<file path="config.mk">
export PLATFORM = sky130hd
export DESIGN_NAME = load_extend
export DESIGN_NICKNAME = d
export VERILOG_FILES = /design/src/hw/mem_pkg.sv /design/src/hw/riscv_pkg.sv /design/src/hw/load_extend.sv
export SDC_FILE = /design/constraint.sdc
export NUM_CORES = 1
export LEC_CHECK = 0
export BUFFER_PORTS_ARGS = -buffer_cell sky130_fd_sc_hd__buf_2
export CORE_MARGIN = 5
export CORE_UTILIZATION = 40
export DETAILED_ROUTE_END_ITERATION = 10
export PLACE_DENSITY = 0.85
export SLEW_MARGIN = 30
export SYNTH_ARGS = -nofsm -noshare
export SYNTH_HDL_FRONTEND = slang
export SYNTH_SLANG_ARGS = --single-unit
</file>
<file path="constraint.sdc">
create_clock -name vclk -period 1.6
set_input_delay 0.08 -clock vclk [all_inputs]
set_output_delay 0.08 -clock vclk [all_outputs]
set_load 0.02 [all_outputs]
</file>
<file path="src/hw/mem_pkg.sv">
// Geometry and lane types of the local block RAM.
// The RAM holds 32-bit words with four byte lanes, little endian.
// MEM_BYTES is the only range limit, there is no address wrap.

package mem_pkg;

    // Word address width of the RAM
    localparam int unsigned MEM_ADDR_WIDTH = 10;

    // Byte size of the RAM, used for range checks
    localparam int unsigned MEM_BYTES = 4 * (2 ** MEM_ADDR_WIDTH);

    // One RAM word seen as bytes or as halfwords
    typedef union packed {
        logic [3:0][7:0]  bytes;
        logic [1:0][15:0] halves;
    } mem_word_u;

    // Byte write enable, bit i covers bits 8*i+7 down to 8*i
    typedef logic [3:0] lane_en_t;

endpackage

</file>
<file path="src/hw/riscv_pkg.sv">
// ISA-level types shared by the memory and the core side.
// Only the RV32 load and store subset is described here.
// The op code is 4 bits wide and LOAD_STORE_NONE marks an idle slot.

package riscv_pkg;

    // Architectural data word of RV32
    typedef logic [31:0] word_t;

    // Memory operation requested by the core
    typedef enum logic [3:0] {
        LOAD_STORE_NONE,

        // Loads with sign extension
        LOAD_BYTE,
        LOAD_HALF,
        LOAD_WORD,

        // Loads with zero extension
        LOAD_BYTE_UNSIGNED,
        LOAD_HALF_UNSIGNED,

        // Stores write only the covered byte lanes
        STORE_BYTE,
        STORE_HALF,
        STORE_WORD
    } mem_op_t;

endpackage
</file>
<file path="src/hw/load_extend.sv">
// Picks the loaded byte or halfword out of a RAM word and extends it.
// op and byte_off must be the values registered at acceptance,
// so they line up with the RAM output one cycle later.
// Non-load ops return zero.

module load_extend import riscv_pkg::*, mem_pkg::*; (
    input  mem_op_t    op,
    input  logic [1:0] byte_off,
    input  word_t      raw,
    output word_t      rdata
);

    mem_word_u   word;
    logic [7:0]  sel_byte;
    logic [15:0] sel_half;

    assign word = raw;

    // Lane selection
    always_comb begin
        sel_byte = word.bytes[byte_off];
        sel_half = word.halves[byte_off[1]];
    end

    always_comb begin
        unique case (op)
            LOAD_BYTE: begin
                rdata = {{24{sel_byte[7]}}, sel_byte};
            end

            LOAD_HALF: begin
                rdata = {{16{sel_half[15]}}, sel_half};
            end

            LOAD_WORD: begin
                rdata = word;
            end

            LOAD_BYTE_UNSIGNED: begin
                rdata = {24'h000000, sel_byte};
            end

            LOAD_HALF_UNSIGNED: begin
                rdata = {16'h0000, sel_half};
            end

            default: begin
                // Stores and idle give zero
                rdata = '0;
            end
        endcase
    end

endmodule

</file>
# After elaboration in Yosys (flattened, before gate mapping)
# Index checks and enable logic that the tools add are counted.
[word_totals]
register_bits = 0
inputBits = 38
wordCells = 12
[op_classes]
order_cmp = 2
eq_ne = 5
muxes = 5
[op_table]
columns = ["operator", "n"]
rows = [
  ["one-hot mux 32 bit (5 select lines)", 1],
  ["2-to-1 mux 16 bit", 2],
  ["binary-select mux 8 bit (select 2 bit)", 1],
  ["== test 4 x 2 -> 1 bit (second input constant)", 2],
  ["== test 4 x 3 -> 1 bit (second input constant)", 2],
  ["2-to-1 mux 8 bit", 1],
  ["== test 4 x 1 -> 1 bit (second input constant)", 1],
  ["less-than comparator 2 x 3 -> 1 bit (second input constant)", 1],
  ["less-than comparator 1 x 2 -> 1 bit (second input constant)", 1],
]

# Depth between registers and ports, before layout
[depth]
ltp_word = 3
depth_mapped = 5
depth_no_buf = 3

# Least setup slack after synthesis
# No wires, ideal clock.
[synth_path]
kind = "input -> output"
startpoint = "in byte_off[1]"
endpoint = "out rdata[16]"
t_arrival_ps = 1264
setup_slack_ps = 256
path_stages = 5
path_buffers = 2
cell_sequence = "buf_2 -> mux2_2 -> o211ai_2 -> clkbuf_2 -> o21ai_0"
[synth_via]
elab_chain_len = 3
word_cells_on_any_way = 5
cone_classes = "mux: 5"
[synth_rtl]
columns = ["item", "line", "rtl"]
rows = [
  ["from (decl)", "load_extend.sv:8", "input logic [1:0] byte_off,"],
  ["binary-select mux 8 bit (select 2 bit) or 2-to-1 mux 16 bit (tied branches)", "load_extend.sv:21, load_extend.sv:22", ""],
  ["2-to-1 mux 8 bit (not written as such) or 2-to-1 mux 16 bit (tied branches)", "load_extend.sv:21, load_extend.sv:22", ""],
  ["one-hot mux 32 bit (5 select lines) *", "load_extend.sv:26", "unique case (op)"],
  ["to (decl)", "load_extend.sv:10", "output word_t rdata"],
]
# Every way passes the cells marked *; elsewhere a longest branch is shown, timed or not. The select of a mux whose other input is x is not followed.

# Worst setup path after layout
[layout_path]
startpoint = "in byte_off[1]"
endpoint = "out rdata[13]"
# The elaborated chain is that of the path after synthesis.

==> flow_summary_export.csv <==
group,metric,value,unit
floorplan,core-area,0.001783,mm2
yosys,synth_area_leader_cell,"nor2b_1",
floorplan,io_pins,70,
placed_design,dpl.hpwl,2549,um
floorplan,die_x,53.79,um
setup_path,crit_start,"byte_off[1]",
finish,fin_nets,207,
finish,clock_buffers,0,
worst_hold_path,hold_class,"in -> out",
sta,rsz0062_at_grt,"no",
detailed_routing,drc_errors,0,
detailed_routing,drtAntennaViolNets,0,
finish,drive_gt1_frac,0.5689,
yosys,syn_nets,138,
detailed_routing,wl,3128,um
sta,setup-violations-final,0,
clock_network,postCtsSetupRepairBufs,0,
sta,period_needed,1480,ps
setup_path,path_class,"in -> out",
detailed_routing,wire_per_inst,16.29,um
yosys,synth_cells,100,
floorplan,die-area,0.002893,mm2
status,status,"finished clean",
finish,ff_latch_area,0,um2
finish,area_growth,51.55,%
global_route,grt_usage,0.1994,
sta,timing.fmax,675.8,MHz
yosys,synth_most_common_cell,"nor2b_1",
sta,finalHoldViolCount,0,
placed_design,gp_congestion,0.8913,
yosys,synth_cell_types,24,
power_and_ir_drop,p_leak,0.6116,nW
power_and_ir_drop,power.density,307.2,mW/mm2
floorplan,fp.dieH,53.79,um
setup_path,endpoint,"rdata[13]",
global_route,grt_max_degree,17,
yosys,synth_area_leaders,"nor2b_1 (15%), mux2_2 (13%), a221o_1 (12%), o21ai_0 (10%), mux2i_1 (9.1%)",
sta,slew_headroom,0.6052,
clock_network,postCtsHoldBufs,0,
power_and_ir_drop,power,0.3571,mW
detailed_routing,vias,1131,
finish,numSequentialCells,0,
detailed_routing,first_pass_iters,4,
yosys,synth_top_area_frac,0.1468,
yosys,syn_area,767.0,um2
sta,fin_tns_setup,0,ps
setup_path,worstPathArrival,1400,ps
floorplan,row_count,15,
power_and_ir_drop,ir_drop,0.1263,mV
finish,final.fill_count,151,
flow_run,cap_violations,0,
detailed_routing,vias_per_cell,5.891,
yosys,synthTopCellsByCount,"nor2b_1 (18), o21ai_0 (16), a221o_1 (9), mux2_2 (9)",
yosys,yosysWarnings,0,
placed_design,port_buffers,70,
sta,finalCritPeriodShare,0.9248,
setup_path,cp.required,1520,ps
yosys,ys_seq_area_frac,0,
yosys,avgSynthCellArea,7.670,um2
setup_path,critPathLaunchType,"input port",
floorplan,start_util,0.4302,
sta,worstMarginPinSlew,592.2,ps
global_route,overflow,0,
detailed_routing,drtIter0Drc,28,
finish,multi_input_comb_area,716.9,um2
setup_path,cp_max_fo,13,
finish,diodes,0,
global_route,grt_pass1_vias,999,
global_route,grt_pass1_wl,4540,um
global_route,antenna_found_initial,0,
setup_path,endpoint_kind,"primary output",
sta,drv_slew,0,
## placed cells by master (no fill, tap or decap)
cell / Yosys / routed
buf_2: 6 / 70
nor2b_1: 18 / 18
o21ai_0: 16 / 16
mux2_2: 9 / 9
a221o_1: 9 / 9
buf_4: 0 / 8
mux2i_1: 7 / 7
a32oi_1: 7 / 7
o31ai_1: 7 / 7
nor2_1: 3 / 3
nor3b_1: 2 / 2
inv_1: 1 / 1
a32o_2: 0 / 1
nor4bb_2: 0 / 1
mux4_2: 1 / 1
and3_4: 1 / 1
or2b_1: 1 / 1
a221oi_2: 1 / 1
xor2_1: 1 / 1
and3_2: 1 / 1
o211ai_2: 1 / 1
nand3_2: 0 / 1
## worst max-delay path, cell delays in order
cell	delay [ps]
buf_2	280
mux4_2	400
and3_4	210
a221o_1	270
buf_2	160
## cells by family (layout without fill, tap and decap cells)
kind of cell    after synthesis  count (layout)  share of synthesized area
buf+inv                      12              79                    0.08157
xor+xnor                      1               1                    0.01142
mux                          17              17                     0.2529
compound gates               42              42                     0.4193
simple gates                 28              28                     0.2349
## per-layer routing
metal,global-route usage,share of wire,up-vias
li1,-,-,537
met1,0.2475,0.38,527
met2,0.3770,0.52,65
met3,0.01108,0.090,2
met4,0.02979,0.0051,0
met5,0,0,-
## through the flow
stage / setup WS, ps / hold slack (ps) / instance area (um2) / std cells / utilization
6_report: 120.3 / 514.7 / 1162 / 192 / 0.6519
2_1_floorplan: 256.4 / 364.3 / 767.0 / 100 / -
3_3_place_gp: 106.9 / 506.3 / 1156 / 192 / 0.6484
3_5_place_dp: 63.00 / 514.7 / 1156 / 192 / 0.6484
5_1_grt: 54.06 / 539.1 / 1162 / 192 / 0.6519
4_1_cts: 61.07 / 516.9 / 1156 / 192 / 0.6484
## what timing repair did
action	4_1_cts	5_1_grt
endpoints found under the setup margin	0	21
gates resized for setup	0	2
hold endpoints to repair	0	0
## where the power goes
group	leakage [nW]	total, mW	switching (mW)	internal (mW)
combinational	0.612	0.357	0.205	0.152
sequential	0	0	0	0
clock	0	0	0	0
## final cells by class
cell class | count | share of cell area
tap | 25 | 0.02691
multi-input combinational | 88 | 0.6168
timing repair buffer | 78 | 0.3531
inverter | 1 | 0.003229
## worst min-delay path by stage
| stage | end | cells past startpoint | slack [ps] | startpoint |
|---|---|---|---|---|
| 2_1_floorplan | rdata[0] | 2 | 360 | raw[0] |
| 3_3_place_gp | rdata[4] | 4 | 510 | raw[4] |
| 3_5_place_dp | rdata[4] | 4 | 510 | raw[4] |
| 4_1_cts | rdata[4] | 4 | 520 | raw[4] |
| 5_1_grt | rdata[0] | 4 | 540 | raw[0] |
| 6_report | rdata[4] | 4 | 510 | raw[4] |
Note: power is estimated with default switching activity, not from simulation.
