[src/hw/mem_pkg.sv]
// Geometry and lane types of the local block RAM.
// The RAM holds 32-bit words with four byte lanes, little endian.
// MEM_BYTES is the only range limit, there is no address wrap.

package mem_pkg;

    // Word address width of the RAM
    localparam int unsigned MEM_ADDR_WIDTH = 10;

    // Byte size of the RAM, used for range checks
    localparam int unsigned MEM_BYTES = 4 * (2 ** MEM_ADDR_WIDTH);

    // One RAM word seen as bytes or as halfwords
    typedef union packed {
        logic [3:0][7:0]  bytes;
        logic [1:0][15:0] halves;
    } mem_word_u;

    // Byte write enable, bit i covers bits 8*i+7 down to 8*i
    typedef logic [3:0] lane_en_t;

endpackage

[src/hw/riscv_pkg.sv]
// ISA-level types shared by the memory and the core side.
// Only the RV32 load and store subset is described here.
// The op code is 4 bits wide and LOAD_STORE_NONE marks an idle slot.

package riscv_pkg;

    // Architectural data word of RV32
    typedef logic [31:0] word_t;

    // Memory operation requested by the core
    typedef enum logic [3:0] {
        LOAD_STORE_NONE,

        // Loads with sign extension
        LOAD_BYTE,
        LOAD_HALF,
        LOAD_WORD,

        // Loads with zero extension
        LOAD_BYTE_UNSIGNED,
        LOAD_HALF_UNSIGNED,

        // Stores write only the covered byte lanes
        STORE_BYTE,
        STORE_HALF,
        STORE_WORD
    } mem_op_t;

endpackage
[src/hw/mem_ctrl.sv]
// Request checks, RAM enables and the single response slot.
// A request is accepted when dmem_valid and dmem_ready are high.
// Out of range or misaligned accesses get rsp_error and never
// enable the RAM, so erroring stores write nothing.
// The response slot holds one result; the RAM output is frozen
// while it waits, so load data stays valid under back-pressure.

module mem_ctrl import riscv_pkg::*, mem_pkg::*; (
    input  logic       clk,
    input  logic       rst_n,

    input  logic       dmem_valid,
    input  mem_op_t    dmem_op,
    input  word_t      dmem_addr,
    output logic       dmem_ready,

    output logic       rsp_valid,
    input  logic       rsp_ready,
    output logic       rsp_error,
    output word_t      rsp_rdata,

    input  word_t      ext_rdata,

    output logic       ram_ena,
    input  lane_en_t   lanes,
    output lane_en_t   ram_wea,

    output mem_op_t    load_op,
    output logic [1:0] load_off,

    input  word_t      imem_addr,
    output logic       imem_error
);

    logic run;
    logic accept;
    logic req_is_load;
    logic req_misaligned;
    logic req_out_of_range;
    logic req_error;
    logic rsp_is_load;

    // Size and alignment of the incoming op
    always_comb begin
        req_is_load    = 1'b0;
        req_misaligned = 1'b0;

        unique case (dmem_op)
            LOAD_BYTE, LOAD_BYTE_UNSIGNED: begin
                req_is_load = 1'b1;
            end
            LOAD_HALF, LOAD_HALF_UNSIGNED: begin
                req_is_load    = 1'b1;
                req_misaligned = dmem_addr[0];
            end
            LOAD_WORD: begin
                req_is_load    = 1'b1;
                req_misaligned = |dmem_addr[1:0];
            end
            STORE_HALF: begin
                req_misaligned = dmem_addr[0];
            end
            STORE_WORD: begin
                req_misaligned = |dmem_addr[1:0];
            end
            default: begin
                req_misaligned = 1'b0;
            end
        endcase
    end

    assign req_out_of_range = dmem_addr >= MEM_BYTES;
    assign req_error        = req_misaligned || req_out_of_range;

    // Free slot, or the held response leaves this cycle
    assign dmem_ready = run && (!rsp_valid || rsp_ready);
    assign accept     = dmem_valid && dmem_ready;

    assign ram_ena = accept && !req_error;
    assign ram_wea = ram_ena ? lanes : '0;

    always_ff @(posedge clk) begin
        if (!rst_n) begin
            run       <= 1'b0;
            rsp_valid <= 1'b0;
        end else begin
            run <= 1'b1;
            if (accept) begin
                rsp_valid <= 1'b1;
            end else if (rsp_ready) begin
                rsp_valid <= 1'b0;
            end
        end
    end

    // Response payload, captured at acceptance
    always_ff @(posedge clk) begin
        if (accept) begin
            load_op     <= dmem_op;
            load_off    <= dmem_addr[1:0];
            rsp_error   <= req_error;
            rsp_is_load <= req_is_load;
        end
    end

    assign rsp_rdata = (rsp_is_load && !rsp_error) ? ext_rdata : '0;

    // Fetch check lines up with the RAM port B output
    always_ff @(posedge clk) begin
        imem_error <= (|imem_addr[1:0]) || (imem_addr >= MEM_BYTES);
    end

endmodule

[config.mk]
export PLATFORM = sky130hd
export DESIGN_NAME = mem_ctrl
export DESIGN_NICKNAME = d
export VERILOG_FILES = /design/src/hw/mem_pkg.sv /design/src/hw/riscv_pkg.sv /design/src/hw/mem_ctrl.sv
export SDC_FILE = /design/constraint.sdc
export NUM_CORES = 1
export LEC_CHECK = 0
export ABC_AREA = 0
export BUFFER_PORTS_ARGS = -buffer_cell sky130_fd_sc_hd__buf_2
export CORE_MARGIN = 4
export CORE_UTILIZATION = 22
export CTS_CLUSTER_DIAMETER = 100
export DETAILED_ROUTE_END_ITERATION = 10
export PLACE_DENSITY = 0.75
export SYNTH_ARGS = -nofsm -noshare
export SYNTH_HDL_FRONTEND = slang
export SYNTH_SLANG_ARGS = --single-unit
[constraint.sdc]
create_clock -name clk -period 1.2 [get_ports clk]
set_clock_uncertainty 0.1 [all_clocks]
set_input_delay 0.06 -clock clk [delete_from_list [all_inputs] [get_ports clk]]
set_output_delay 0.06 -clock clk [all_outputs]
set_load 0.03 [all_outputs]
# Word level (Yosys, flattened, before mapping)

Index checks and enable logic that the tools add are counted.

Bits in registers: 11
Bits in latches: 0
Memory bits (writable): 0
Bits in read-only memories: 0
Input port bits: 108
Output and inout bits: 47
Word-level logic and storage cells: 39
Memories: 0

$add $sub $neg: 0
Multipliers: 0
Divide/modulo/power cells: 0
Magnitude comparators: 2
Equality and inequality tests: 7
Shift-type cells: 0
Mux-type cells: 7
Bitwise operators: 0
Reduce and logical (&&, ||, !) cells: 16

Operators by type and width:

| cell                   | count |
|---|---|
| $ge A32 B13 Y1 const B | 2 |
| $mux W32               | 1 |
| $eq A4 B3 Y1 const B   | 3 |
| $eq A4 B2 Y1 const B   | 2 |
| $reduce_or A2 Y1       | 3 |
| $reduce_or A5 Y1       | 1 |
| $eq A4 B1 Y1 const B   | 1 |
| $eq A4 B4 Y1 const B   | 1 |
| $logic_and A1 B1 Y1    | 4 |
| $mux W1                | 4 |
| $mux W4                | 1 |
| $logic_not A1 Y1       | 3 |
| $logic_or A1 B1 Y1     | 3 |
| $reduce_or A3 Y1       | 1 |
| $pmux W1 S2            | 1 |
| $reduce_bool A2 Y1     | 1 |

# Longest topological paths before layout

Depth in word-level cells: 7
Depth in mapped cells: 5
Mapped depth without buffers: 4

# Worst setup path after synthesis

No wires, ideal clock.

Path type: reg-to-output
Start point: reg rsp_valid
End point: out ram_wea[0]
Arrival: 1.463 ns
Required time: 1.040 ns
Path slack: -0.423 ns
Stages on the path, launching flop included: 5
Buffers on the path: 1
Path through: dfxtp_1 -> nand2b_1 -> and3_1 -> clkbuf_1 -> and4_1

Longest elaborated chain between the ends: 6

RTL lines:

| item                   | line           | text |
|---|---|---|
| start, declared        | mem_ctrl.sv:17 | `output logic rsp_valid,` |
| start signal, assigned | mem_ctrl.sv:85 | `rsp_valid <= 1'b0;` |
| start signal, assigned | mem_ctrl.sv:89 | `rsp_valid <= 1'b1;` |
| start signal, assigned | mem_ctrl.sv:91 | `rsp_valid <= 1'b0;` |
| $logic_not A1 Y1       | mem_ctrl.sv:76 | `assign dmem_ready = run && (!rsp_valid \|\| rsp_ready);` |
| $logic_or A1 B1 Y1     | mem_ctrl.sv:76 |  |
| $logic_and A1 B1 Y1    | mem_ctrl.sv:76 |  |
| $logic_and A1 B1 Y1    | mem_ctrl.sv:77 | `assign accept = dmem_valid && dmem_ready;` |
| net accept             | mem_ctrl.sv:36 | `logic accept;` |
| $logic_and A1 B1 Y1    | mem_ctrl.sv:79 | `assign ram_ena = accept && !req_error;` |
| $mux W4                | mem_ctrl.sv:80 | `assign ram_wea = ram_ena ? lanes : '0;` |
| end, declared          | mem_ctrl.sv:26 | `output lane_en_t ram_wea,` |

The timed path passes the listed nets, and every way through them passes these cells.

# Worst setup path after layout

Start point: reg rsp_error
End point: out rsp_rdata[20]

Longest elaborated chain between the ends: 3

RTL lines:

| item                   | line            | text |
|---|---|---|
| start, declared        | mem_ctrl.sv:19  | `output logic rsp_error,` |
| start signal, assigned | mem_ctrl.sv:101 | `rsp_error <= req_error;` |
| $logic_not A1 Y1       | mem_ctrl.sv:106 | `assign rsp_rdata = (rsp_is_load && !rsp_error) ? ext_rdata : '0;` |
| $logic_and A1 B1 Y1    | mem_ctrl.sv:106 |  |
| $mux W32               | mem_ctrl.sv:106 |  |
| end, declared          | mem_ctrl.sv:20  | `output word_t rsp_rdata,` |

No other way between the ends.

==> results.py <==
metrics = {
    "status": {
        "run_status": "finished with violations",
        "violations": "negative hold slack, negative setup slack",
    },
    "synth": {
        "synth-seq-cells": 11,
        "post_synth_main_area_contributors": "sky130_fd_sc_hd__edfxtp_1 (31%), sky130_fd_sc_hd__and2_1 (26%), sky130_fd_sc_hd__nor4_1 (8.8%)",
        "synth.most_common_cell": "sky130_fd_sc_hd__and2_1",
        "synth_common_cells": "sky130_fd_sc_hd__and2_1 (33), sky130_fd_sc_hd__nor4_1 (11), sky130_fd_sc_hd__edfxtp_1 (8)",
        "syn-cell-area_sq_um": 784.5,
        "dominantRegCellSynth": "sky130_fd_sc_hd__edfxtp_1",
        "ys_seq_area_share_pct": 38.28,
        "postSynthAreaPerCell_sq_um": 8.815,
        "async_set_or_reset_flop_fraction_in_the_synthesized_netlist_pct": 0,
        "post_synthesis_cell_type_count": 24,
        "number_of_enable_type_register_cells_in_the_synthesized_netlist": 8,
        "post_synth_inst_count": 89,
        "yosys_warnings": 0,
        "synth_largest_area_cell": "sky130_fd_sc_hd__edfxtp_1",
        "synth_top_area_share_pct": 30.62,
        "syn_nets": 197,
    },
    "critical_path": {
        "cp-endpoint": "rsp_rdata[20]",
        "path_class": "register to primary output",
        "worstSetupStartpoint": "rsp_error",
        "crit_required_ns": 1.04,
        "worst-path-max-fanout": 32,
        "reg2reg_depth": 4,
        "worst-endpoint-arrival_ns": 1.31,
        "end_kind": "primary output",
        "ff2ff_setup_slack_ns": -0.06,
        "crit_path_start_kind": "register",
        "crit-reg2reg-capture": "load_op[0]",
        "worst_r2r_startpoint": "rsp_valid",
    },
    "global_route": {
        "gr-total-overflow": 0,
        "grt_usage_pct": 15.12,
        "grt_start_max_net_pins": 33,
        "grt_first_pass_wirelength_microns": 5278,
        "via_count_of_the_first_global_routing_pass": 1379,
        "antenna_found_initial": 0,
    },
    "clocking": {
        "postCtsHoldBufs": 6,
        "clk-insertion-delay-late_ns": 0.26,
        "cts.sinks": 11,
        "cts-root-buf": "sky130_fd_sc_hd__clkbuf_4",
        "cts.reportedPaths.clkPinSlew_ns": 0.06,
        "worst_case_clock_buffer_depth": 2,
        "h-tree-depth": 1,
        "cts-buffers-inserted": 3,
        "clock_tree_from_tritoncts": "yes",
    },
    "sta": {
        "fin_tns_setup_ns": -9.743,
        "final.period_utilization_pct": 122.3,
        "period_minus_slack_ns": 1.468,
        "setup_viol_count_final": 46,
        "relSlewSlack_pct": 81.94,
        "maxClockFrequency_ghz": 0.6811,
        "finalHoldViolCount": 1,
        "whs_ns": -0.03096,
        "rsz0062_at_grt": "yes",
        "max_slew.worst_pin.slew_ns": 0.2684,
        "worst_slack_ns": -0.2682,
        "drv_slew": 0,
    },
    "floorplan": {
        "die_x_microns": 67.72,
        "fp.coreArea_sq_mm": 0.003390,
        "placementRows": 21,
        "start_util_pct": 23.15,
        "io_pins": 155,
        "die_area_sq_mm": 0.004585,
        "die_h_microns": 67.72,
    },
    "drt": {
        "antenna_left": 0,
        "drtPass1Iterations": 4,
        "wl_final_microns": 3889,
        "drc_errors": 0,
        "drtIter0Drc": 9,
        "routed-via-count": 1355,
        "route.detailed.vias_per_inst": 4.517,
        "drt-wirelength-per-cell_microns": 12.96,
    },
    "final_layout": {
        "final_area_sq_mm": 0.002177,
        "final_nets": 363,
        "fin_util_pct": 64.23,
        "antenna-diode-count": 0,
        "final_layout_size_suffix_gt1_share_pct": 83.07,
        "areaGrowthSynthToFinish_pct": 177.5,
    },
    "worst_hold_path": {
        "hold_class": "input port to register",
    },
    "power_and_ir_drop": {
        "irDropWorstVdd_mv": 0.4314,
        "power_leakage_nw": 1.097,
        "power_per_standard_cell_area_mw_per_mm2": 547.7,
    },
    "job": {
        "cap_viol_max_count": 0,
    },
    "place": {
        "postPlaceCellArea_sq_mm": 0.001774,
        "detailedPlace.worstSlack_ns": -0.2459,
        "dp_hpwl_microns": 2995,
        "gp_congestion": 0.7079,
        "port-buffer-count": 144,
    },
}
## kinds of logic after synthesis
kind of cell | count (synthesis) | synth area share (%)
AND/OR/NAND/NOR | 66 | 52.79
flip-flops | 11 | 38.28
AO/OA/AOI/OAI | 6 | 6.061
buffers and inverters | 6 | 2.871
## worst max-delay path, stage by stage, from the launching register on
cell and delay (ns):
sky130_fd_sc_hd__edfxtp_1 0.43, sky130_fd_sc_hd__nor2b_4 0.15, sky130_fd_sc_hd__buf_12 0.17, sky130_fd_sc_hd__and2_4 0.16
sky130_fd_sc_hd__buf_6 0.12
## routing by layer
| layer | GRT usage [%] | wire length, microns | up-vias |
|---|---|---|---|
| met5 | 0 | 0 | - |
| met4 | 6.582 | 59 | 0 |
| met3 | 3.661 | 486 | 8 |
| met2 | 32.44 | 2231 | 96 |
| met1 | 12.32 | 1111 | 595 |
| li1 | - | - | 656 |
## cells in the final DEF (no fill, tap or decap), drive strengths merged
master | Yosys | final
buf | 0 | 159
and2 | 33 | 33
nor4 | 11 | 11
edfxtp | 8 | 8
dlygate4sd3 | 0 | 6
and4 | 4 | 4
clkbuf | 4 | 4
nand2 | 3 | 3
dfxtp | 3 | 3
and3 | 2 | 2
nor2 | 2 | 2
nand4 | 2 | 2
or4 | 2 | 2
nand2b | 2 | 2
inv | 2 | 2
a211oi | 2 | 2
nor2b | 1 | 1
nor3b | 1 | 1
a21oi | 1 | 1
nor4b | 1 | 1
o31a | 1 | 1
o22ai | 1 | 1
nand3 | 1 | 1
nor3 | 1 | 1
a21boi | 1 | 1
## through the flow
step | instances | total power, mW
CTS | 301 | 1.198
global placement | 288 | 0.8582
detailed placement | 288 | 0.8650
finish | 300 | 1.192
global route | 300 | 1.263
floorplan | 89 | 0.6324
## repair_timing
| item | CTS | global route |
|---|---|---|
| endpoints found under the hold margin | 6 | 1 |
| gates resized for setup | 85 | 6 |
| setup buffers | 3 | 2 |
| endpoints found under the setup margin | 45 | 47 |
| pin swaps | 3 | 4 |
## power breakdown
part,total [mW],internal (mW),switching (mW)
clock network,0.241,0.128,0.112
logic,0.522,0.293,0.229
registers,0.430,0.424,0.00594
## cell type report
class	count	area (sq um)
Multi-Input combinational cell	72	608.1
Sequential cell	11	304.0
Tap cell	46	57.56
Inverter	2	7.507
Clock buffer	4	26.28
Fill cell	277	1212
Timing Repair Buffer	165	1174
## how the worst min path moves through the flow
stage	from	cells after the start	slack, ns	to
final	imem_addr[25]	3	-0.03	imem_error
after global placement	rst_n	1	0.08	run
after floorplan	rst_n	0	-0.01	run
after global routing	imem_addr[25]	3	-0.03	imem_error
after CTS	imem_addr[25]	3	-0.04	imem_error
after detailed placement	rst_n	1	0.08	run
## state kept, by name, indices dropped and copies added (netlist names)
signal       count
load_op          4
rsp_is_load      1
run              1
load_off         2
imem_error       1
rsp_error        1
rsp_valid        1
No activity file was read; power rests on OpenSTA's default activity.
