[src/hw/mem_pkg.sv]
// Geometry and lane types of the local block RAM.
// The RAM holds 32-bit words with four byte lanes, little endian.
// MEM_BYTES is the only range limit, there is no address wrap.

package mem_pkg;

    // Word address width of the RAM
    localparam int unsigned MEM_ADDR_WIDTH = 10;

    // Byte size of the RAM, used for range checks
    localparam int unsigned MEM_BYTES = 4 * (2 ** MEM_ADDR_WIDTH);

    // One RAM word seen as bytes or as halfwords
    typedef union packed {
        logic [3:0][7:0]  bytes;
        logic [1:0][15:0] halves;
    } mem_word_u;

    // Byte write enable, bit i covers bits 8*i+7 down to 8*i
    typedef logic [3:0] lane_en_t;

endpackage

[src/hw/riscv_pkg.sv]
// ISA-level types shared by the memory and the core side.
// Only the RV32 load and store subset is described here.
// The op code is 4 bits wide and LOAD_STORE_NONE marks an idle slot.

package riscv_pkg;

    // Architectural data word of RV32
    typedef logic [31:0] word_t;

    // Memory operation requested by the core
    typedef enum logic [3:0] {
        LOAD_STORE_NONE,

        // Loads with sign extension
        LOAD_BYTE,
        LOAD_HALF,
        LOAD_WORD,

        // Loads with zero extension
        LOAD_BYTE_UNSIGNED,
        LOAD_HALF_UNSIGNED,

        // Stores write only the covered byte lanes
        STORE_BYTE,
        STORE_HALF,
        STORE_WORD
    } mem_op_t;

endpackage
[src/hw/store_align.sv]
// Places store data on the addressed byte lanes.
// Half accesses use only byte_off[1]; misaligned stores are
// caught by the controller, which masks the lanes.
// Non-store ops give no lanes and zero data.

module store_align import riscv_pkg::*, mem_pkg::*; (
    input  mem_op_t    op,
    input  logic [1:0] byte_off,
    input  word_t      wdata,
    output word_t      aligned,
    output lane_en_t   lanes
);

    mem_word_u word;

    always_comb begin
        word  = '0;
        lanes = '0;

        unique case (op)
            STORE_BYTE: begin
                word.bytes[byte_off] = wdata[7:0];
                lanes[byte_off]      = 1'b1;
            end

            STORE_HALF: begin
                word.halves[byte_off[1]] = wdata[15:0];
                if (byte_off[1]) begin
                    lanes = 4'b1100;
                end else begin
                    lanes = 4'b0011;
                end
            end

            STORE_WORD: begin
                word  = wdata;
                lanes = '1;
            end

            default: begin
                // Loads and idle leave the RAM untouched
                lanes = '0;
            end
        endcase
    end

    assign aligned = word;

endmodule

[config.mk]
export PLATFORM = sky130hd
export DESIGN_NAME = store_align
export DESIGN_NICKNAME = d
export VERILOG_FILES = /design/src/hw/mem_pkg.sv /design/src/hw/riscv_pkg.sv /design/src/hw/store_align.sv
export SDC_FILE = /design/constraint.sdc
export NUM_CORES = 1
export LEC_CHECK = 0
export BUFFER_PORTS_ARGS = -buffer_cell sky130_fd_sc_hd__buf_2
export CAP_MARGIN = 0
export CORE_MARGIN = 2
export CORE_UTILIZATION = 32
export DETAILED_ROUTE_END_ITERATION = 8
export GPL_TIMING_DRIVEN = 0
export PLACE_DENSITY = 0.83
export SKIP_LAST_GASP = 1
export SYNTH_ARGS = -nofsm -noshare
export SYNTH_HDL_FRONTEND = slang
export SYNTH_SLANG_ARGS = --single-unit
[constraint.sdc]
create_clock -name vclk -period 1.3
set_clock_uncertainty 0.05 [all_clocks]
set_input_delay 0.13 -clock vclk [all_inputs]
set_output_delay 0.13 -clock vclk [all_outputs]
set_load 0.02 [all_outputs]
==> After elaboration in Yosys (flattened, before gate mapping) <==
Cells that the tools add are included.
{ "totals": {"input_bits": 38, "reg_bits": 0, "output_inout_bits": 36, "word_cells": 20} }
{ "classes": {"reduce_logical": 2, "eq_ne": 3, "magnitude_cmp": 4, "n_bitwise": 2, "mux": 9} }
{ "ops": {"columns": ["operator", "n"], "rows": [
  ["case mux 32 bit (3 select lines)", 1],
  ["AND 32 bit", 2],
  ["demux 16 bit (select 1 bit)", 1],
  ["demux 8 bit (select 2 bit)", 1],
  ["two-way mux 16 bit", 1],
  ["case mux 4 bit (3 select lines)", 1],
  ["== test 4 x 3 -> 1 bit, second input constant", 2],
  ["two-way mux 8 bit", 1],
  ["== test 4 bit, second input constant", 1],
  ["two-way mux 4 bit", 1],
  ["less-than comparator 2 x 3 -> 1 bit, second input constant", 1],
  ["demux 1 bit (select 2 bit)", 1],
  [">= comparator 2 x 1 -> 1 bit, second input constant", 1],
  ["logical AND 1 bit", 2],
  ["less-than comparator 1 x 2 -> 1 bit, second input constant", 1],
  [">= comparator 1 bit, second input constant", 1],
  ["two-way mux 1 bit", 1]
]} }

==> Logic depth before layout (Yosys ltp) <==
Gate-level depths: netlist (run 1).
{ "depth": {"depth_word": 6, "ltp_mapped": 4, "mapped_depth_nobuf": 3} }

==> Worst setup path before layout (run 1) <==
Ideal clock, no wire load.
{ "synth_timing": {"kind": "input to output", "start": "input port op[1]", "end": "output port aligned[10]", "path_buffers": 1, "cell_stages": 4, "arrival_time_ns": 1.042, "setup_slack_ns": 0.078, "required_ns": 1.120, "cell_sequence": "nor4b_4 -> buf_6 -> nand2_1 -> o21ai_0"} }
{ "synth_via": {"elab_chain_cells": 2, "elab_cells_between_ends": 4, "classes_between": "eq/ne (3); mux (1)"} }
{ "synth_lines": {"columns": ["item", "line", "rtl"], "rows": [
  ["from (decl)", "store_align.sv:7", "input mem_op_t op,"],
  ["== test 4 bit / == test 4 x 3 -> 1 bit (equally long branches)", "store_align.sv:20", "unique case (op)"],
  ["case mux 32 bit (3 select lines) (*)", "store_align.sv:20", null],
  ["to (decl)", "store_align.sv:10", "output word_t aligned,"]
]} }
Every way passes the cells marked *; elsewhere a longest branch is shown, timed or not.

==> Worst setup path in the final report (run 1) <==
{ "layout_timing": {"start": "input port op[0]", "end": "output port lanes[3]"} }
{ "layout_via": {"elab_chain_cells": 2, "elab_cells_between_ends": 4, "classes_between": "eq/ne (3); mux (1)"} }
{ "layout_lines": {"columns": ["item", "line", "rtl"], "rows": [
  ["== test 4 bit / == test 4 x 3 -> 1 bit (equally long branches)", "store_align.sv:20", null],
  ["case mux 4 bit (3 select lines) (*)", "store_align.sv:20", null],
  ["to (decl)", "store_align.sv:11", "output lane_en_t lanes"]
]} }
Marked as above.

==> results.cfg, run 1 <==
[status]
outcome = finished, violations left
violations = negative setup slack

[flow_run]
cap_violations = 0

[yosys]
syn_nets = 113
syn_area_um2 = 520.5
syn_inst = 75
syn_avg_cell_area_um2 = 6.940
yosys_warnings = 0
seq_area_frac_synth_pct = 0
synth.distinct_cells = 24

[power]
p_int_mw = 0.1756
p_leak_nw = 0.6782
p_seq_share_pct = 0
p_switching_mw = 0.1816
pwr-share-clk_pct = 0
ir_drop_uv = 185.4
combPwrFrac_pct = 100.0
switching_share_pct = 50.84
power_mw = 0.3571
powerDensity_nw_per_um2 = 271.8

[place]
portBuffers = 74
dp_hpwl_um = 1737
place_congestion = 0.8099

[final_layout]
nNetsFinal = 202
seq_cells = 0
n_clock_buffer = 0
final_common_cell = buf_2
antennaDiodeCount = 0
final_core_util_pct = 86.21
layout-drive-gt1-share_pct = 78.40
area_growth_syn_to_layout_pct = 152.4
nFillCells = 85
layout_common_cells = 37 x buf_2, 26 x buf_4, 21 x buf_6
layout.area.seq_um2 = 0

[critical_path]
cp_max_fo = 10
cp-end-kind = primary output
crit_type = input pin to primary output
cp.arrival_ps = 1200
cp.required_ps = 1120
cp-start-kind = input pin

[grt]
grt_usage_pct = 23.26
grt_start_max_net_pins = 11
grt_first_pass_wirelength_um = 3601
grt_pass1_vias = 832
gr-total-overflow = 0
antenna_found_initial = 0

[floorplan]
start_util_pct = 34.15
core_um2 = 1524
die-area_um2 = 1965
fp-row-count = 14
die_h_um = 44.33
ioPinCount = 74
fp.dieW_um = 44.33

[clock_tree]
cts_hold_buf = 0

[sta]
hold_slack_ps = 516.7
tightest_slew_ps = 458.5
slew_headroom_pct = 69.11
slew_viol_final = 0
hold_violations = 0
setup_violations = 13
fin_ws_ps = -77.09
finalCritPeriodShare_pct = 105.9
min_period_ps = 1377
grt_setup_unrepaired = true
max_clock_freq_ghz = 0.7262

[detailed_routing]
drtAntennaViolNets = 0
wirelength_um = 3109
drc = 0
drtIter0Drc = 28
wl_per_cell_um = 17.47
vias_per_cell = 5.708
vias = 1016
first_pass_iters = 4

[min_path]
hp-class = input pin to primary output
==> worst max-delay path, stage by stage <==
cell and delay (ps):
buf_6 110, clkbuf_2 200, o21ai_0 440, o21bai_1 150, buf_2 180
==> cells in the mapped netlist <==
cell type | instances | share of area (%)
buf_2 | 1 | 0.96
or2_2 | 1 | 1.2
a22o_1 | 3 | 5.0
nand2b_1 | 1 | 1.2
o21bai_1 | 2 | 2.9
nand4bb_1 | 1 | 2.2
nor2b_1 | 2 | 2.4
a21oi_1 | 1 | 0.96
a22oi_1 | 7 | 10
o21ai_0 | 14 | 13
a21o_2 | 1 | 1.7
and3b_1 | 1 | 1.7
buf_6 | 2 | 4.3
a21o_4 | 1 | 2.9
a22o_2 | 8 | 15
and2_1 | 8 | 9.6
and4bb_2 | 1 | 2.4
nor2_2 | 1 | 1.2
nand4b_2 | 1 | 2.9
nor4b_4 | 1 | 4.6
nand2_1 | 14 | 10
nor2_1 | 1 | 0.72
clkbuf_1 | 1 | 0.72
or2b_1 | 1 | 1.4
==> kinds of logic (layout without fill, tap and decap cells) <==
kind of cell / count (synthesis) / in the layout / share of synthesized area, %
buf+inv: 4 / 89 / 6.008
simple gates: 34 / 35 / 41.59
compound gates: 37 / 38 / 52.40
==> layout make-up <==
cell class | count | area (um^2) | area share, %
tap | 16 | 20.02 | 1.524
buffer | 4 | 38.79 | 2.952
multi-input combinational | 73 | 621.8 | 47.33
timing repair buffer | 85 | 633.1 | 48.19
==> power groups by stage <==
stage | Sequential, mW | Combinational, mW | Clock, mW
floorplan | 0 | 0.126 | 0
global placement | 0 | 0.242 | 0
detailed placement | 0 | 0.249 | 0
CTS | 0 | 0.274 | 0
global route | 0 | 0.378 | 0
finish | 0 | 0.357 | 0
==> timing repair <==
item / in CTS / in global routing
setup buffers: 4 / 5
cloned: 3 / 1
gates resized for setup: 18 / 90
pin swaps: 2 / 7
endpoints found under the setup margin: 36 / 34
==> metal layers <==
layer / up-vias / part of all wire (%) / GRT usage (%)
met5: - / 0 / 0
met4: 0 / 4.9 / 3.030
met3: 16 / 5.1 / 0
met2: 62 / 53 / 45.59
met1: 466 / 37 / 28.78
li1: 472 / - / -
==> worst paths after layout <==
check  depth (start not counted)  slack [ps]           to       from
min                            4         520  aligned[28]  wdata[28]
max                            5         -80     lanes[3]      op[0]
==> through the flow <==
step                      setup WS [ps]  cell area, um^2  TNS (ps)  std cells
final                            -77.09             1314    -266.4        178
after CTS                        -7.443             1021    -34.57        172
after detailed placement         -269.5            910.9     -8550        165
after global placement           -214.1            910.9     -6523        165
after global routing             -134.0             1314     -1021        178
after floorplan                   78.36            520.5         0         75
(Power assumes the default switching activity.)
==> inputs of run 2 (changes only) <==
--- a/config.mk
+++ b/config.mk
@@ -12,6 +12,7 @@
 export DETAILED_ROUTE_END_ITERATION = 8
 export GPL_TIMING_DRIVEN = 0
 export PLACE_DENSITY = 0.83
+export SETUP_SLACK_MARGIN = 0.4
 export SKIP_LAST_GASP = 1
 export SYNTH_ARGS = -nofsm -noshare
 export SYNTH_HDL_FRONTEND = slang
==> run 2 against run 1 <==
Against the previous run: the run now fails in clock tree synthesis; synthesized cell count is the same; area after synthesis is the same.
==> results.cfg, run 2 <==
[yosys]
syn_inst = 75
synth_top_area_cell = a22o_2
syn_avg_cell_area_um2 = 6.940
yosys-top-cells-count = 14 x nand2_1, 14 x o21ai_0, 8 x a22o_2, 8 x and2_1, 7 x a22oi_1
synth_top_area_share_pct = 15.38
seq_area_frac_synth_pct = 0
yosys_warnings = 0
synthTopCellsByArea = a22o_2 15%, o21ai_0 13%, a22oi_1 10%
syn_nets = 113
syn_area_um2 = 520.5
synth.distinct_cells = 24

[floorplan]
fp.dieW_um = 44.33
fp-row-count = 14
start_util_pct = 34.15
die_h_um = 44.33
ioPinCount = 74

[clock_tree]
cts_hold_buf = 0
cts_setup_buffers = 9
post_cts_resized = 79

[place]
place_congestion = 0.7234
dp_hpwl_um = 1904
portBuffers = 74

[status]
firstError = [ERROR DPL-0033] detailed placement checks failed during check placement.
failed_stage = clock tree synthesis
outcome = stopped before the end
## run 2: cell counts after synthesis
No cell type changed its count.
## run 2: metrics by stage
stage / area, um^2 / std cells / TNS [ps] / hold WS (ps) / worst slack [ps]
after floorplan: 725.7 / 75 / 0 / 323.0 / 144.7
after global placement: 1116 / 165 / -9258 / 529.9 / -316.2
after detailed placement: 1116 / 165 / -9969 / 531.9 / -336.6
## run 2: cells by family after synthesis
| family | share of synthesized area, % |
|---|---|
| AOI/OAI and AO/OA | 52.40 |
| and+or+nand+nor | 41.59 |
| buffers and inverters | 6.008 |
==> inputs of run 3 (changes only) <==
--- a/config.mk
+++ b/config.mk
@@ -7,12 +7,11 @@
 export LEC_CHECK = 0
 export BUFFER_PORTS_ARGS = -buffer_cell sky130_fd_sc_hd__buf_2
 export CAP_MARGIN = 0
-export CORE_MARGIN = 2
-export CORE_UTILIZATION = 32
+export CORE_AREA = 2 2 63 65
 export DETAILED_ROUTE_END_ITERATION = 8
+export DIE_AREA = 0 0 65 67
 export GPL_TIMING_DRIVEN = 0
-export PLACE_DENSITY = 0.83
-export SETUP_SLACK_MARGIN = 0.4
+export PLACE_DENSITY_LB_ADDON = 0.15
 export SKIP_LAST_GASP = 1
 export SYNTH_ARGS = -nofsm -noshare
 export SYNTH_HDL_FRONTEND = slang
==> run 3 against run 2 <==
Against the previous run: the flow now finishes, with violations (negative setup slack).
==> results.cfg, run 3 (synthesis gave the netlist of run 1 again) <==
[critical_path]
cp.required_ps = 1120
cp.arrival_ps = 1170
cp-end-kind = primary output
crit_chain = buf_8 -> nor4b_4 -> buf_6 -> buf_6 -> nand2_1 -> o21ai_1 -> buf_4
worst-path-buf-inv = 4
cp-start-kind = input pin
slowest_delay_ps = 310
crit_slowest_cell = nor4b_4
cp_max_fo = 8
critPathTopFamily = buffers and inverters
crit_start = op[0]
crit_type = input pin to primary output
cpMostUsedCell = buf_6

[final_layout]
nFillCells = 362
stdcell_count = 207
multi_input_area_um2 = 698.2
area_growth_syn_to_layout_pct = 183.2
antennaDiodeCount = 0
nNetsFinal = 199
layout_common_cells = 37 x buf_2, 32 x buf_6, 12 x buf_4
n_clock_buffer = 0
layout.area.seq_um2 = 0
layout-drive-gt1-share_pct = 85.53
seq_cells = 0
final_common_cell = buf_2

[sta]
finalCritPeriodShare_pct = 103.5
slew_viol_final = 0
max_clock_freq_ghz = 0.7429
setup_violations = 23
fin_ws_ps = -46.15
min_period_ps = 1346
grt_setup_unrepaired = true
hold_violations = 0
tightest_slew_ps = 328.4
setup_tns_ps = -317.8
slew_headroom_pct = 78.10

[place]
portBuffers = 74
place_congestion = 0.6605
dp_hpwl_um = 2044
placed_cells = 197

[status]
violations = negative setup slack
outcome = finished, violations left

[power]
pwr-share-clk_pct = 0
p_seq_share_pct = 0
p_int_mw = 0.1875
switching_share_pct = 50.34
powerDensity_nw_per_um2 = 256.2
combPwrFrac_pct = 100.0
ir_drop_uv = 67.54
p_leak_nw = 0.7291
p_switching_mw = 0.1901

[detailed_routing]
vias_per_cell = 4.604
drtIter0Drc = 16
vias = 953
drc = 0
first_pass_iters = 5
wirelength_um = 3153
drtAntennaViolNets = 0
wl_per_cell_um = 15.23

[floorplan]
die-area_um2 = 4355
start_util_pct = 14.43
ioPinCount = 74
core_um2 = 3606
fp.dieW_um = 65
die_h_um = 67
fp-row-count = 22

[flow_run]
cap_violations = 0

[grt]
grt_first_pass_wirelength_um = 4229
gr-total-overflow = 0
grt_start_max_net_pins = 11
antenna_found_initial = 0
grt_usage_pct = 12.32
grt_pass1_vias = 828

[min_path]
hp-class = input pin to primary output
min_from = wdata[24]
holdPathStages = 4
holdPathEnd = aligned[24]
## run 3: area by class of cell
type	instances	area share, %
buffer	4	2.632
tap	48	4.075
multi-input combinational	73	47.37
timing repair buffer	82	45.93
## run 3: how the worst max path moves through the flow
stage | end | slack [ps] | cells past startpoint
floorplan | aligned[10] | 80 | 4
finish | aligned[26] | -50 | 7
CTS | aligned[30] | -70 | 7
global route | aligned[31] | -70 | 7
detailed placement | aligned[20] | -310 | 5
global placement | aligned[19] | -300 | 5
## run 3: what timing repair did
| item | in CTS | in global routing |
|---|---|---|
| pin swaps | 5 | 21 |
| endpoints found under the setup margin | 36 | 35 |
| gates resized for setup | 53 | 80 |
| buffers inserted | 4 | 2 |
| cloned | 3 | 1 |
| hold buffers | 0 | 0 |
| hold endpoints to repair | 0 | 0 |
## run 3: routing by layer
metal	part of all wire (%)	GRT usage [%]
met5	0	0
met4	0	0
met3	7.2	1.351
met2	53	23.45
met1	40	15.70
## run 3: power groups by stage
stage	clock [mW]	combinational (mW)	sequential, mW
2_1_floorplan	0	0.126	0
3_3_place_gp	0	0.252	0
3_5_place_dp	0	0.252	0
4_1_cts	0	0.310	0
5_1_grt	0	0.402	0
6_report	0	0.378	0
## run 3: stage by stage
stage                     total power [mW]  hold slack (ps)  util, %  worst slack, ps  cell area [um^2]
final                               0.3776            497.8    40.87           -46.15              1474
after CTS                           0.3102            523.4    32.86           -70.53              1185
after global routing                0.4024            510.3    40.87           -70.94              1474
after floorplan                     0.1259            381.8        -            78.36             520.5
after global placement              0.2519            534.3    26.37           -300.4             950.9
after detailed placement            0.2522            530.8    26.37           -312.2             950.9
==> inputs of run 4 (changes only) <==
--- a/config.mk
+++ b/config.mk
@@ -5,13 +5,15 @@
 export SDC_FILE = /design/constraint.sdc
 export NUM_CORES = 1
 export LEC_CHECK = 0
+export ABC_AREA = 1
 export BUFFER_PORTS_ARGS = -buffer_cell sky130_fd_sc_hd__buf_2
 export CAP_MARGIN = 0
 export CORE_AREA = 2 2 63 65
 export DETAILED_ROUTE_END_ITERATION = 8
 export DIE_AREA = 0 0 65 67
+export GPL_ROUTABILITY_DRIVEN = 0
 export GPL_TIMING_DRIVEN = 0
-export PLACE_DENSITY_LB_ADDON = 0.15
+export PLACE_DENSITY = 0.76
 export SKIP_LAST_GASP = 1
 export SYNTH_ARGS = -nofsm -noshare
 export SYNTH_HDL_FRONTEND = slang
==> run 4 against run 3 <==
Against the previous run: the flow now finishes without violations; non-clock buffer count up 17; sequential cell count unchanged; die area unchanged; sequential share of layout area unchanged; area after synthesis up 130%; count of clock-buffer cells in the layout unchanged; largest power group unchanged; largest cell class is now multi-input combinational cells; design area up 28%; maximum frequency up 5.1%; core utilization up 12 points; highest routed layer is now met4; combinational power up 34%; final cell count up 97%.
==> results.cfg, run 4 <==
[final_layout]
seq_cells = 0
layout_common_cells = 100 x nand3_1, 63 x buf_2, 56 x nand2_1
nNetsFinal = 400
layout-drive-gt1-share_pct = 32.50
layout.area.seq_um2 = 0
area_growth_syn_to_layout_pct = 57.40
final_common_cell = nand3_1
design_area_um2 = 1891
n_clock_buffer = 0
antennaDiodeCount = 0

[flow_run]
cap_violations = 0

[min_path]
min_from = wdata[22]
holdPathStages = 4
holdPathEnd = aligned[22]
hp-class = input pin to primary output

[critical_path]
cp-end-kind = primary output
crit_chain = buf_2 -> inv_2 -> nor2_4 -> buf_4 -> nand3_1 -> nand3_1 -> buf_2
slowest_delay_ps = 210
crit_start = op[3]
cp.required_ps = 1120
crit_type = input pin to primary output
cp_max_fo = 10
cp.arrival_ps = 1100
cp-start-kind = input pin
crit_slowest_cell = buf_4

[grt]
grt_usage_pct = 21.41
grt_pass1_vias = 1785
gr-total-overflow = 0
grt_first_pass_wirelength_um = 7555
grt_start_max_net_pins = 11
antenna_found_initial = 0

[sta]
min_period_ps = 1281
max_clock_freq_ghz = 0.7805
tightest_slew_ps = 347.4
grt_setup_unrepaired = true
slew_headroom_pct = 76.78
fin_ws_ps = 18.73
hold_violations = 0
slew_viol_final = 0
setup_violations = 0
finalCritPeriodShare_pct = 98.56
hold_slack_ps = 561.3

[power]
power_mw = 0.5071
ir_drop_uv = 120.9
p_leak_nw = 1.221
powerDensity_nw_per_um2 = 268.2

[floorplan]
die-area_um2 = 4355
start_util_pct = 33.31
ioPinCount = 74
core_um2 = 3606
fp-row-count = 22
fp.dieW_um = 65
die_h_um = 67

[detailed_routing]
vias = 2180
wl_per_cell_um = 13.25
drtIter0Drc = 226
first_pass_iters = 5
drtAntennaViolNets = 0
vias_per_cell = 5.343
wirelength_um = 5408
drc = 0

[yosys]
synth.most_common_cell = nand3_1
syn_nets = 313
synthTopCellsByArea = nand3_1 43%, nand2_1 19%, nor2_1 15%
synth_top_area_cell = nand3_1
synth.distinct_cells = 10
syn_inst = 275
yosys-top-cells-count = 102 x nand3_1, 60 x nand2_1, 49 x nor2_1
syn_area_um2 = 1201
syn_avg_cell_area_um2 = 4.368
yosys_warnings = 0
synth_top_area_share_pct = 42.50
seq_area_frac_synth_pct = 0

[place]
placed_area_um2 = 1627
portBuffers = 73
place_ws_ps = -150.5
dp_hpwl_um = 3622

[status]
outcome = completed
[run 4: how the worst max path moves through the flow]
stage	end	cells past startpoint
4_1_cts	aligned[6]	7
5_1_grt	aligned[17]	7
3_3_place_gp	aligned[18]	6
2_1_floorplan	aligned[16]	4
6_report	aligned[18]	7
3_5_place_dp	aligned[6]	6
[run 4: area by class of cell]
type | instances | area [um^2]
Fill cell | 404 | 1715
Multi-Input combinational cell | 215 | 992.2
Timing Repair Buffer | 84 | 524.3
Buffer | 19 | 156.4
Inverter | 42 | 157.7
Tap cell | 48 | 60.06
[run 4: report_power, final]
part	internal, mW	switching (mW)
registers	0	0
logic	0.190	0.317
clock network	0	0
total	0.190	0.317
[run 4: cells by family (layout without fill, tap and decap cells)]
logic type             count (synthesis)  in the layout  share of synthesized area (%)
buffers and inverters                 61            145                          21.46
AND/OR/NAND/NOR                      214            215                          78.54
[run 4: repair_timing]
item                       in CTS  in global routing
hold buffers                    0                  0
setup endpoints to repair      35                 36
pin swaps                       0                  2
gates resized for setup        12                 48
buffers inserted                2                  3
gates cloned                    0                  7
[run 4: per-stage QoR]
step | utilization, % | setup TNS, ps | instances
after floorplan | - | 0 | 275
after global placement | 45.11 | -2814 | 396
after detailed placement | 45.11 | -3312 | 396
after CTS | 46.43 | 0 | 398
after global routing | 52.43 | -184.1 | 408
final | 52.43 | 0 | 408
[run 4: critical path, delay by kind of cell]
kind	cells	cell delay, ps
AND/OR/NAND/NOR	3	360
buffers and inverters	4	610
[run 4: layer usage]
layer	routed length [um]	global-route usage, %	up-vias
met5	0	0	-
met4	86	7.181	0
met3	569	1.014	12
met2	2583	36.60	159
met1	2169	28.60	968
li1	-	-	1041
